## src/opll_types_pkg.sv

```systemverilog
// vector types and sequencer state shared by all opll blocks, referenced as opll_types_pkg::name
package opll_types_pkg;

    // cpu side
    typedef logic [7:0] reg_addr_t;
    typedef logic [7:0] reg_data_t;

    // indices
    typedef logic [3:0] chan_t;
    typedef logic [4:0] slot_t;

    // channel settings
    typedef logic [8:0] fnum_t;
    typedef logic [2:0] block_t;
    typedef logic [3:0] inst_t;
    typedef logic [3:0] vol_t;

    // operator settings
    typedef logic [3:0] mul_t;
    // also used for sustain level
    typedef logic [3:0] rate_t;
    typedef logic [5:0] tl_t;
    typedef logic [1:0] ksl_t;
    typedef logic [2:0] fb_t;

    // byte n of a patch sits at bits [8n+7:8n]
    typedef logic [63:0] patch_t;

    // slot walker
    typedef enum logic [1:0] {
        IDLE,
        LOAD,
        PRESENT
    } seq_state_t;

endpackage

```

## src/opll_map_pkg.sv

```systemverilog
// register map, patch byte layout and built-in patch table, referenced as opll_map_pkg::name
package opll_map_pkg;

    localparam int NUM_CHAN = 9;
    // two operators per channel
    localparam int NUM_SLOT = 18;

    // register bases, low nibble is the channel
    localparam opll_types_pkg::reg_addr_t REG_PATCH_LAST = 8'h07;
    localparam opll_types_pkg::reg_addr_t REG_FNUM_LO    = 8'h10;
    localparam opll_types_pkg::reg_addr_t REG_FNUM_HI    = 8'h20;
    localparam opll_types_pkg::reg_addr_t REG_INST_VOL   = 8'h30;

    // channel field codes on the decoder to bank strobe
    localparam logic [1:0] FIELD_FNUM_LO  = 2'd0;
    localparam logic [1:0] FIELD_FNUM_HI  = 2'd1;
    localparam logic [1:0] FIELD_INST_VOL = 2'd2;

    // am, vib, egtyp, ksr, mul[3:0]
    localparam int PB_MOD_FLAGS  = 0;
    localparam int PB_CAR_FLAGS  = 1;
    // ksl[7:6], tl[5:0]
    localparam int PB_MOD_KSL_TL = 2;
    // carrier ksl[7:6], carrier wave bit 4, modulator wave bit 3, fb[2:0]
    localparam int PB_CAR_KSL_FB = 3;
    // ar[7:4], dr[3:0]
    localparam int PB_MOD_AR_DR  = 4;
    localparam int PB_CAR_AR_DR  = 5;
    // sl[7:4], rr[3:0]
    localparam int PB_MOD_SL_RR  = 6;
    localparam int PB_CAR_SL_RR  = 7;

    // instruments 1..15, hex written byte 7 first
    localparam opll_types_pkg::patch_t ROM_PATCH [1:15] = '{
        64'h170078D0171E6171,
        64'h1323F7D80D1A4113,
        64'h2321C4F200990113,
        64'h2770648D070E6111,
        64'h280176E1061E2132,
        64'h180071E005162231,
        64'h07118182071D6121,
        64'h070770C0162D2123,
        64'h17106564061B6161,
        64'h0781F085180B6141,
        64'h0410EFEA11830133,
        64'h1222F8F80724C117,
        64'h4240F5D2050C5061,
        64'h020390E903550101,
        64'h13C0E4F103894141
    };

endpackage

```

## src/opll_mmr.sv

```systemverilog
// cpu write decoder, latches the selected register and issues one-cycle bank write strobes
`timescale 1ns/1ps

module opll_mmr (
    input  logic                      clk,
    input  logic                      rst,
    input  logic                      write,
    input  logic                      addr,
    input  opll_types_pkg::reg_data_t din,
    output logic                      chan_we,
    output logic [1:0]                chan_field,
    output opll_types_pkg::chan_t     chan_sel,
    output logic                      patch_we,
    output logic [2:0]                patch_byte,
    output opll_types_pkg::reg_data_t wdata
);

    opll_types_pkg::reg_addr_t sel_reg;
    logic [3:0]                sel_lo;
    logic                      data_wr;
    logic                      hit_patch;
    logic                      hit_chan;
    logic [1:0]                field;

    assign sel_lo  = sel_reg[3:0];
    assign data_wr = write && addr;

    // user patch bytes at 0x00..0x07
    assign hit_patch = (sel_reg <= opll_map_pkg::REG_PATCH_LAST);

    // upper nibble picks the field, lower nibble the channel
    always_comb begin
        hit_chan = 1'b0;
        field    = opll_map_pkg::FIELD_FNUM_LO;
        if (sel_lo < opll_map_pkg::NUM_CHAN) begin
            case ({sel_reg[7:4], 4'h0})
                opll_map_pkg::REG_FNUM_LO: begin
                    hit_chan = 1'b1;
                    field    = opll_map_pkg::FIELD_FNUM_LO;
                end
                opll_map_pkg::REG_FNUM_HI: begin
                    hit_chan = 1'b1;
                    field    = opll_map_pkg::FIELD_FNUM_HI;
                end
                opll_map_pkg::REG_INST_VOL: begin
                    hit_chan = 1'b1;
                    field    = opll_map_pkg::FIELD_INST_VOL;
                end
                // rhythm, test and gaps fall through
                default: hit_chan = 1'b0;
            endcase
        end
    end

    // address latch and strobes
    always_ff @(posedge clk) begin
        if (rst) begin
            sel_reg  <= '0;
            chan_we  <= 1'b0;
            patch_we <= 1'b0;
        end else begin
            if (write && !addr) begin
                sel_reg <= din;
            end
            chan_we  <= data_wr && hit_chan;
            patch_we <= data_wr && hit_patch;
        end
    end

    // payload copy travels with the strobe
    always_ff @(posedge clk) begin
        if (data_wr) begin
            chan_field <= field;
            chan_sel   <= sel_lo;
            patch_byte <= sel_reg[2:0];
            wdata      <= din;
        end
    end

endmodule

```

## src/opll_chan_regs.sv

```systemverilog
// per-channel frequency, key and instrument/volume storage with a channel-indexed read port
`timescale 1ns/1ps

module opll_chan_regs (
    input  logic                      clk,
    input  logic                      rst,
    input  logic                      chan_we,
    input  logic [1:0]                chan_field,
    input  opll_types_pkg::chan_t     chan_sel,
    input  opll_types_pkg::reg_data_t wdata,
    input  opll_types_pkg::chan_t     rd_chan,
    output opll_types_pkg::fnum_t     fnum,
    output opll_types_pkg::block_t    block,
    output logic                      key,
    output logic                      sus,
    output opll_types_pkg::inst_t     inst,
    output opll_types_pkg::vol_t      vol
);

    // raw register bytes, one per channel
    opll_types_pkg::reg_data_t fnum_lo  [opll_map_pkg::NUM_CHAN];
    opll_types_pkg::reg_data_t fnum_hi  [opll_map_pkg::NUM_CHAN];
    opll_types_pkg::reg_data_t inst_vol [opll_map_pkg::NUM_CHAN];
    opll_types_pkg::reg_data_t hi_byte;
    opll_types_pkg::reg_data_t iv_byte;

    always_ff @(posedge clk) begin
        if (rst) begin
            for (int i = 0; i < opll_map_pkg::NUM_CHAN; i++) begin
                fnum_lo[i]  <= '0;
                fnum_hi[i]  <= '0;
                inst_vol[i] <= '0;
            end
        end else if (chan_we) begin
            case (chan_field)
                opll_map_pkg::FIELD_FNUM_LO:  fnum_lo[chan_sel]  <= wdata;
                opll_map_pkg::FIELD_FNUM_HI:  fnum_hi[chan_sel]  <= wdata;
                opll_map_pkg::FIELD_INST_VOL: inst_vol[chan_sel] <= wdata;
                default: ;
            endcase
        end
    end

    assign hi_byte = fnum_hi[rd_chan];
    assign iv_byte = inst_vol[rd_chan];

    // hi byte: sus bit 5, key bit 4, block 3:1, fnum msb bit 0
    assign fnum  = {hi_byte[0], fnum_lo[rd_chan]};
    assign block = hi_byte[3:1];
    assign key   = hi_byte[4];
    assign sus   = hi_byte[5];

    // instrument in the upper nibble, attenuation in the lower
    assign inst = iv_byte[7:4];
    assign vol  = iv_byte[3:0];

endmodule

```

## src/opll_patch_regs.sv

```systemverilog
// user patch bytes plus the built-in table, read by instrument number
`timescale 1ns/1ps

module opll_patch_regs (
    input  logic                      clk,
    input  logic                      rst,
    input  logic                      patch_we,
    input  logic [2:0]                patch_byte,
    input  opll_types_pkg::reg_data_t wdata,
    input  opll_types_pkg::inst_t     rd_inst,
    output opll_types_pkg::patch_t    patch
);

    // instrument 0 lives here
    opll_types_pkg::reg_data_t user [8];
    opll_types_pkg::patch_t    user_img;

    always_ff @(posedge clk) begin
        if (rst) begin
            for (int i = 0; i < 8; i++) begin
                user[i] <= '0;
            end
        end else if (patch_we) begin
            user[patch_byte] <= wdata;
        end
    end

    // pack bytes, byte 0 lowest
    always_comb begin
        for (int i = 0; i < 8; i++) begin
            user_img[8*i +: 8] = user[i];
        end
    end

    // 1..15 straight from the table
    always_comb begin
        if (rd_inst == '0) begin
            patch = user_img;
        end else begin
            patch = opll_map_pkg::ROM_PATCH[rd_inst];
        end
    end

endmodule

```

## src/opll_slot_seq.sv

```systemverilog
// slot walker, merges channel and patch settings into one operator record per slot
`timescale 1ns/1ps

module opll_slot_seq (
    input  logic                      clk,
    input  logic                      rst,
    input  logic                      out_ready,
    input  opll_types_pkg::fnum_t     fnum,
    input  opll_types_pkg::block_t    block,
    input  logic                      key,
    input  logic                      sus,
    input  opll_types_pkg::inst_t     inst,
    input  opll_types_pkg::vol_t      vol,
    input  opll_types_pkg::patch_t    patch,
    output opll_types_pkg::chan_t     rd_chan,
    output opll_types_pkg::inst_t     rd_inst,
    output logic                      out_valid,
    output opll_types_pkg::slot_t     out_slot,
    output logic                      out_carrier,
    output opll_types_pkg::fnum_t     out_fnum,
    output opll_types_pkg::block_t    out_block,
    output logic                      out_key,
    output logic                      out_sus,
    output logic                      out_am,
    output logic                      out_vib,
    output logic                      out_egtyp,
    output logic                      out_ksr,
    output opll_types_pkg::mul_t      out_mul,
    output opll_types_pkg::ksl_t      out_ksl,
    output opll_types_pkg::tl_t       out_tl,
    output logic                      out_wave,
    output opll_types_pkg::fb_t       out_fb,
    output opll_types_pkg::rate_t     out_ar,
    output opll_types_pkg::rate_t     out_dr,
    output opll_types_pkg::rate_t     out_sl,
    output opll_types_pkg::rate_t     out_rr
);

    opll_types_pkg::seq_state_t state;
    opll_types_pkg::slot_t      slot;
    logic                       carrier;
    logic                       xfer;
    // patch bytes for the current operator
    opll_types_pkg::reg_data_t  flags;
    opll_types_pkg::reg_data_t  ad;
    opll_types_pkg::reg_data_t  sr;
    opll_types_pkg::reg_data_t  mod_kt;
    opll_types_pkg::reg_data_t  car_kf;

    // odd slot is the carrier of channel slot/2
    assign carrier = slot[0];
    assign rd_chan = slot[4:1];
    assign rd_inst = inst;

    assign out_valid = (state == opll_types_pkg::PRESENT);
    assign xfer      = out_valid && out_ready;

    assign mod_kt = patch[8*opll_map_pkg::PB_MOD_KSL_TL +: 8];
    assign car_kf = patch[8*opll_map_pkg::PB_CAR_KSL_FB +: 8];
    assign flags  = carrier ? patch[8*opll_map_pkg::PB_CAR_FLAGS +: 8]
                            : patch[8*opll_map_pkg::PB_MOD_FLAGS +: 8];
    assign ad     = carrier ? patch[8*opll_map_pkg::PB_CAR_AR_DR +: 8]
                            : patch[8*opll_map_pkg::PB_MOD_AR_DR +: 8];
    assign sr     = carrier ? patch[8*opll_map_pkg::PB_CAR_SL_RR +: 8]
                            : patch[8*opll_map_pkg::PB_MOD_SL_RR +: 8];

    // idle -> load -> present, back to load on each transfer
    always_ff @(posedge clk) begin
        if (rst) begin
            state <= opll_types_pkg::IDLE;
            slot  <= '0;
        end else begin
            case (state)
                opll_types_pkg::IDLE:    state <= opll_types_pkg::LOAD;
                opll_types_pkg::LOAD:    state <= opll_types_pkg::PRESENT;
                opll_types_pkg::PRESENT: begin
                    if (xfer) begin
                        state <= opll_types_pkg::LOAD;
                        // wrap after the last carrier
                        if (slot == opll_types_pkg::slot_t'(opll_map_pkg::NUM_SLOT - 1)) begin
                            slot <= '0;
                        end else begin
                            slot <= slot + 1'b1;
                        end
                    end
                end
                default: state <= opll_types_pkg::IDLE;
            endcase
        end
    end

    // record capture, held through any stall
    always_ff @(posedge clk) begin
        if (state == opll_types_pkg::LOAD) begin
            out_slot    <= slot;
            out_carrier <= carrier;
            out_fnum    <= fnum;
            out_block   <= block;
            out_key     <= key;
            out_sus     <= sus;
            out_am      <= flags[7];
            out_vib     <= flags[6];
            out_egtyp   <= flags[5];
            out_ksr     <= flags[4];
            out_mul     <= flags[3:0];
            out_ksl     <= carrier ? car_kf[7:6] : mod_kt[7:6];
            // carrier level follows channel volume, 3 dB steps
            out_tl      <= carrier ? {vol, 2'b00} : mod_kt[5:0];
            out_wave    <= carrier ? car_kf[4] : car_kf[3];
            // feedback only on the modulator
            out_fb      <= carrier ? 3'd0 : car_kf[2:0];
            out_ar      <= ad[7:4];
            out_dr      <= ad[3:0];
            out_sl      <= sr[7:4];
            out_rr      <= sr[3:0];
        end
    end

endmodule

```

## src/opll_core.sv

```systemverilog
// top of the register front end, cpu writes in and operator records out under valid/ready
`timescale 1ns/1ps

module opll_core (
    input  logic                      clk,
    input  logic                      rst,
    input  logic                      write,
    input  logic                      addr,
    input  opll_types_pkg::reg_data_t din,
    input  logic                      out_ready,
    output logic                      out_valid,
    output opll_types_pkg::slot_t     out_slot,
    output logic                      out_carrier,
    output opll_types_pkg::fnum_t     out_fnum,
    output opll_types_pkg::block_t    out_block,
    output logic                      out_key,
    output logic                      out_sus,
    output logic                      out_am,
    output logic                      out_vib,
    output logic                      out_egtyp,
    output logic                      out_ksr,
    output opll_types_pkg::mul_t      out_mul,
    output opll_types_pkg::ksl_t      out_ksl,
    output opll_types_pkg::tl_t       out_tl,
    output logic                      out_wave,
    output opll_types_pkg::fb_t       out_fb,
    output opll_types_pkg::rate_t     out_ar,
    output opll_types_pkg::rate_t     out_dr,
    output opll_types_pkg::rate_t     out_sl,
    output opll_types_pkg::rate_t     out_rr
);

    // decoder to banks
    logic                      chan_we;
    logic [1:0]                chan_field;
    opll_types_pkg::chan_t     chan_sel;
    logic                      patch_we;
    logic [2:0]                patch_byte;
    opll_types_pkg::reg_data_t wdata;
    // banks to sequencer
    opll_types_pkg::chan_t     rd_chan;
    opll_types_pkg::inst_t     rd_inst;
    opll_types_pkg::fnum_t     fnum;
    opll_types_pkg::block_t    block;
    logic                      key;
    logic                      sus;
    opll_types_pkg::inst_t     inst;
    opll_types_pkg::vol_t      vol;
    opll_types_pkg::patch_t    patch;

    opll_mmr i_mmr (
        .clk(clk), .rst(rst), .write(write), .addr(addr), .din(din),
        .chan_we(chan_we), .chan_field(chan_field), .chan_sel(chan_sel),
        .patch_we(patch_we), .patch_byte(patch_byte), .wdata(wdata)
    );

    opll_chan_regs i_chan_regs (
        .clk(clk), .rst(rst), .chan_we(chan_we), .chan_field(chan_field),
        .chan_sel(chan_sel), .wdata(wdata), .rd_chan(rd_chan),
        .fnum(fnum), .block(block), .key(key), .sus(sus), .inst(inst), .vol(vol)
    );

    opll_patch_regs i_patch_regs (
        .clk(clk), .rst(rst), .patch_we(patch_we), .patch_byte(patch_byte),
        .wdata(wdata), .rd_inst(rd_inst), .patch(patch)
    );

    opll_slot_seq i_slot_seq (
        .clk(clk), .rst(rst), .out_ready(out_ready),
        .fnum(fnum), .block(block), .key(key), .sus(sus), .inst(inst), .vol(vol),
        .patch(patch), .rd_chan(rd_chan), .rd_inst(rd_inst),
        .out_valid(out_valid), .out_slot(out_slot), .out_carrier(out_carrier),
        .out_fnum(out_fnum), .out_block(out_block), .out_key(out_key),
        .out_sus(out_sus), .out_am(out_am), .out_vib(out_vib),
        .out_egtyp(out_egtyp), .out_ksr(out_ksr), .out_mul(out_mul),
        .out_ksl(out_ksl), .out_tl(out_tl), .out_wave(out_wave), .out_fb(out_fb),
        .out_ar(out_ar), .out_dr(out_dr), .out_sl(out_sl), .out_rr(out_rr)
    );

endmodule

```

## config.mk

```make
export PLATFORM = sky130hd
export DESIGN_NAME = opll_core
export DESIGN_NICKNAME = d
export VERILOG_FILES = /design/src/opll_types_pkg.sv /design/src/opll_map_pkg.sv /design/src/opll_mmr.sv /design/src/opll_chan_regs.sv /design/src/opll_patch_regs.sv /design/src/opll_slot_seq.sv /design/src/opll_core.sv
export SDC_FILE = /design/constraint.sdc
export NUM_CORES = 1
export LEC_CHECK = 0
export BUFFER_PORTS_ARGS = -buffer_cell sky130_fd_sc_hd__buf_2
export CAP_MARGIN = 20
export CORE_ASPECT_RATIO = 0.9
export CORE_MARGIN = 8
export CORE_UTILIZATION = 40
export CTS_CLUSTER_DIAMETER = 100
export CTS_CLUSTER_SIZE = 16
export DETAILED_ROUTE_END_ITERATION = 7
export GPL_TIMING_DRIVEN = 0
export PLACE_DENSITY = 0.63
export SLEW_MARGIN = 20
export SYNTH_ARGS = -nofsm -noshare
export SYNTH_HDL_FRONTEND = slang
export SYNTH_SLANG_ARGS = --single-unit
```

## constraint.sdc

```tcl
create_clock -name clk -period 3.25 [get_ports clk]
set_input_delay 0.325 -clock clk [delete_from_list [all_inputs] [get_ports clk]]
set_output_delay 0.325 -clock clk [all_outputs]
set_load 0.05 [all_outputs]
```

==> metrics.txt <==
Ys Warns=0; worst-margin pin slew=1.13 ns; kind of critical path=reg2reg; Worst Path Arrival=3.52 ns; most frequent cells in the layout=edfxtp_1, and2_1, nor2_1; die footprint=63100 sq um; GR Overflow Total=0; asr flop ratio synth=0%; Post-DRT Antenna Nets=0; Clock Skew=0.0193 ns; Post-synth EDFFs=484; minimum clock period=3.22 ns; initial antenna violation count=0; Die Span Y=239 um; startpoint types=flip-flop; H-Tree Depth=2; RSZ-0062 raised after global routing=yes; Tcrit/Tclk final=99.1%; worst min-delay path class=in2reg; vias in the first global route=12988; crit end category=flip-flop; Pins Over Slew Limit=0; layout net count=1604; Rel. slew slack=24.6%; first-pass GRT wire length=89700 um; # rows=81; CP Max Fanout=7; Mapped Cells=1432; final hold vios=0; Synth Area in Simple Gates=12.9%; leading cell type in the layout, fill and taps excluded=edfxtp_1; #FFs+latches synth=505; compound-cell area share of the yosys netlist=4.56%; FILL cells=4751; VDD IR max=362 uV; required time of the worst setup path=3.55 ns; P_leak=0.00847 uW; post-layout util=46.0%; total power=13100 uW; pwr/cell area=523 nW/um^2; worst skew pair latency=0.58 ns; Finish-stage setup viols=0; main combinational cell family by area after synthesis=simple AND/OR/NAND/NOR gates; Starting Density=40.6%; synth-to-layout area growth=13.3%; Max Clk Rate=311 MHz; DR pass1 iterations=6; DRT iter0 DRCs=1273; multiplexer share of the synthesized area=11.8%; Die Width=264 um; I/O Buffers=69; clock sink total=505; Multi-input gate area=6830 sq um; Clock Pin Slew Worst Setup and Hold Paths=0.07 ns; WL per Instance=26.4 um; DP HPWL=42300 um; outcome=completed; Max stage delay cell, worst path=mux4_2; xor/xnor share of the synthesized area=0.158%; I/O pins=70; post-DR vias/cell=5.61; Worst path most repeated cell=buf_4; Root Buffer=clkbuf_16; register area share after synthesis=67.6%; Crit path largest cell delay=0.55 ns; Post-Syn Area=22100 sq um; CTS tree=done; RePlAce Congestion=0.945; synthesized area per cell=15.4 sq um; Mapped Nets=1460; share of cells above drive strength 1=22.6%; Vias=12915; Reg area=15000 sq um; Post-route DRC=0; biggest registers after layout=i_chan_regs.fnum_lo x128, i_chan_regs.inst_vol x128, i_chan_regs.fnum_hi x96; worst path cell trace=buf_8 -> buf_12 -> mux4_2 -> a22oi_2 -> nand3_4 -> buf_4 -> buf_4 -> ha_1 -> nand2_1 -> o21ai_0 -> o22a_1; total wire length=60900 um; GRT Util Overall=19.1%; MaxCap Viol Count=0; library cells used by synthesis=71; CTS buffer count=37; adder-cell share of the synthesized area=0.848%; core area=54500 sq um; CTS Buffer Depth=3; largest net degree at the start of global routing=31; top_reg_cell synth=edfxtp_1
## cell usage after synthesis (all sizes together) (9+ instances only)
library cell | instances | area, sq um
clkbuf | 71 | 267
nand2 | 50 | 188
nor2b | 10 | 62.6
a211oi | 9 | 67.6
edfxtp | 484 | 14500
mux4 | 102 | 2300
nor3 | 10 | 55.1
and2 | 264 | 1650
o21ai | 29 | 149
nor2 | 106 | 400
buf | 27 | 159
o22ai | 9 | 62.6
dfxtp | 21 | 420
mux2i | 21 | 210
inv | 13 | 48.8
or2 | 35 | 219
a21oi | 33 | 173
nand3 | 20 | 100
ha | 15 | 188
## path summary, 6_finish.rpt
path,from,endpoint,slack [ns],depth (start not counted)
max,flip-flop,i_slot_seq.out_dr[0],0.03,11
min,out_ready,i_slot_seq.state[0],0.02,3
max reg2reg,flip-flop,i_slot_seq.out_dr[0],0.03,11
min reg2reg,i_slot_seq.slot[4],i_slot_seq.out_slot[4],0.43,0
## logic make-up after synthesis
group	count (synthesis)
XOR/XNOR	4
AND/OR/NAND/NOR	521
buffers and inverters	112
AO/OA/AOI/OAI	144
flip-flops	505
adder cells (fa/ha/maj)	15
multiplexers	131
## power breakdown
group | switching, uW | total, uW | internal [uW]
clock | 2270 | 4470 | 2210
combinational | 827 | 1210 | 379
sequential | 102 | 7430 | 7330
## routing by layer
layer  track usage (%)  routed length, um  vias up
li1                  -                  -     5676
met1              26.8              26800     6660
met2              30.9              28700      486
met3              2.78               3660       93
met4              5.73               1700        0
met5                 0                  0        -
## critical path: cells and delay by family (launching register included)
| kind | cells | cell delay (ns) |
|---|---|---|
| simple gates | 2 | 0.48 |
| fa+ha+maj | 1 | 0.25 |
| mux | 1 | 0.55 |
| compound gates | 3 | 0.71 |
| buf+inv | 4 | 0.60 |
| flops | 1 | 0.34 |
## stage by stage
stage / hold slack [ns] / cells / instance area [sq um] / setup WS [ns] / setup TNS (ns)
CTS: 0.00576 / 2284 / 24800 / 0.00376 / 0
global route: 0.0324 / 2301 / 25100 / -0.0248 / -0.0584
detailed placement: 0.421 / 2209 / 23400 / -1.37 / -31.37
finish: 0.0250 / 2303 / 25100 / 0.0305 / 0
floorplan: 0.406 / 1432 / 22100 / 0.0786 / 0
global placement: 0.418 / 2206 / 23400 / -1.43 / -33.36
## timing repair
action,CTS,global route
pin swaps,3,6
resized for setup,43,25
cloned,0,1
endpoints found under the hold margin,15,0
setup endpoints to repair,39,26
buffers inserted,9,11
hold buffers,8,0
## layout make-up
cell class / instances / area share, %
timing repair buffer: 106 / 2.93
multi-input combinational: 815 / 27.3
tap: 705 / 3.52
sequential: 505 / 59.7
clock buffer: 56 / 4.10
antenna: 2 / 0.0200
inverter: 14 / 0.295
clock inverter: 3 / 0.175
buffer: 97 / 1.99
No activity file was read; power rests on OpenSTA's default activity.
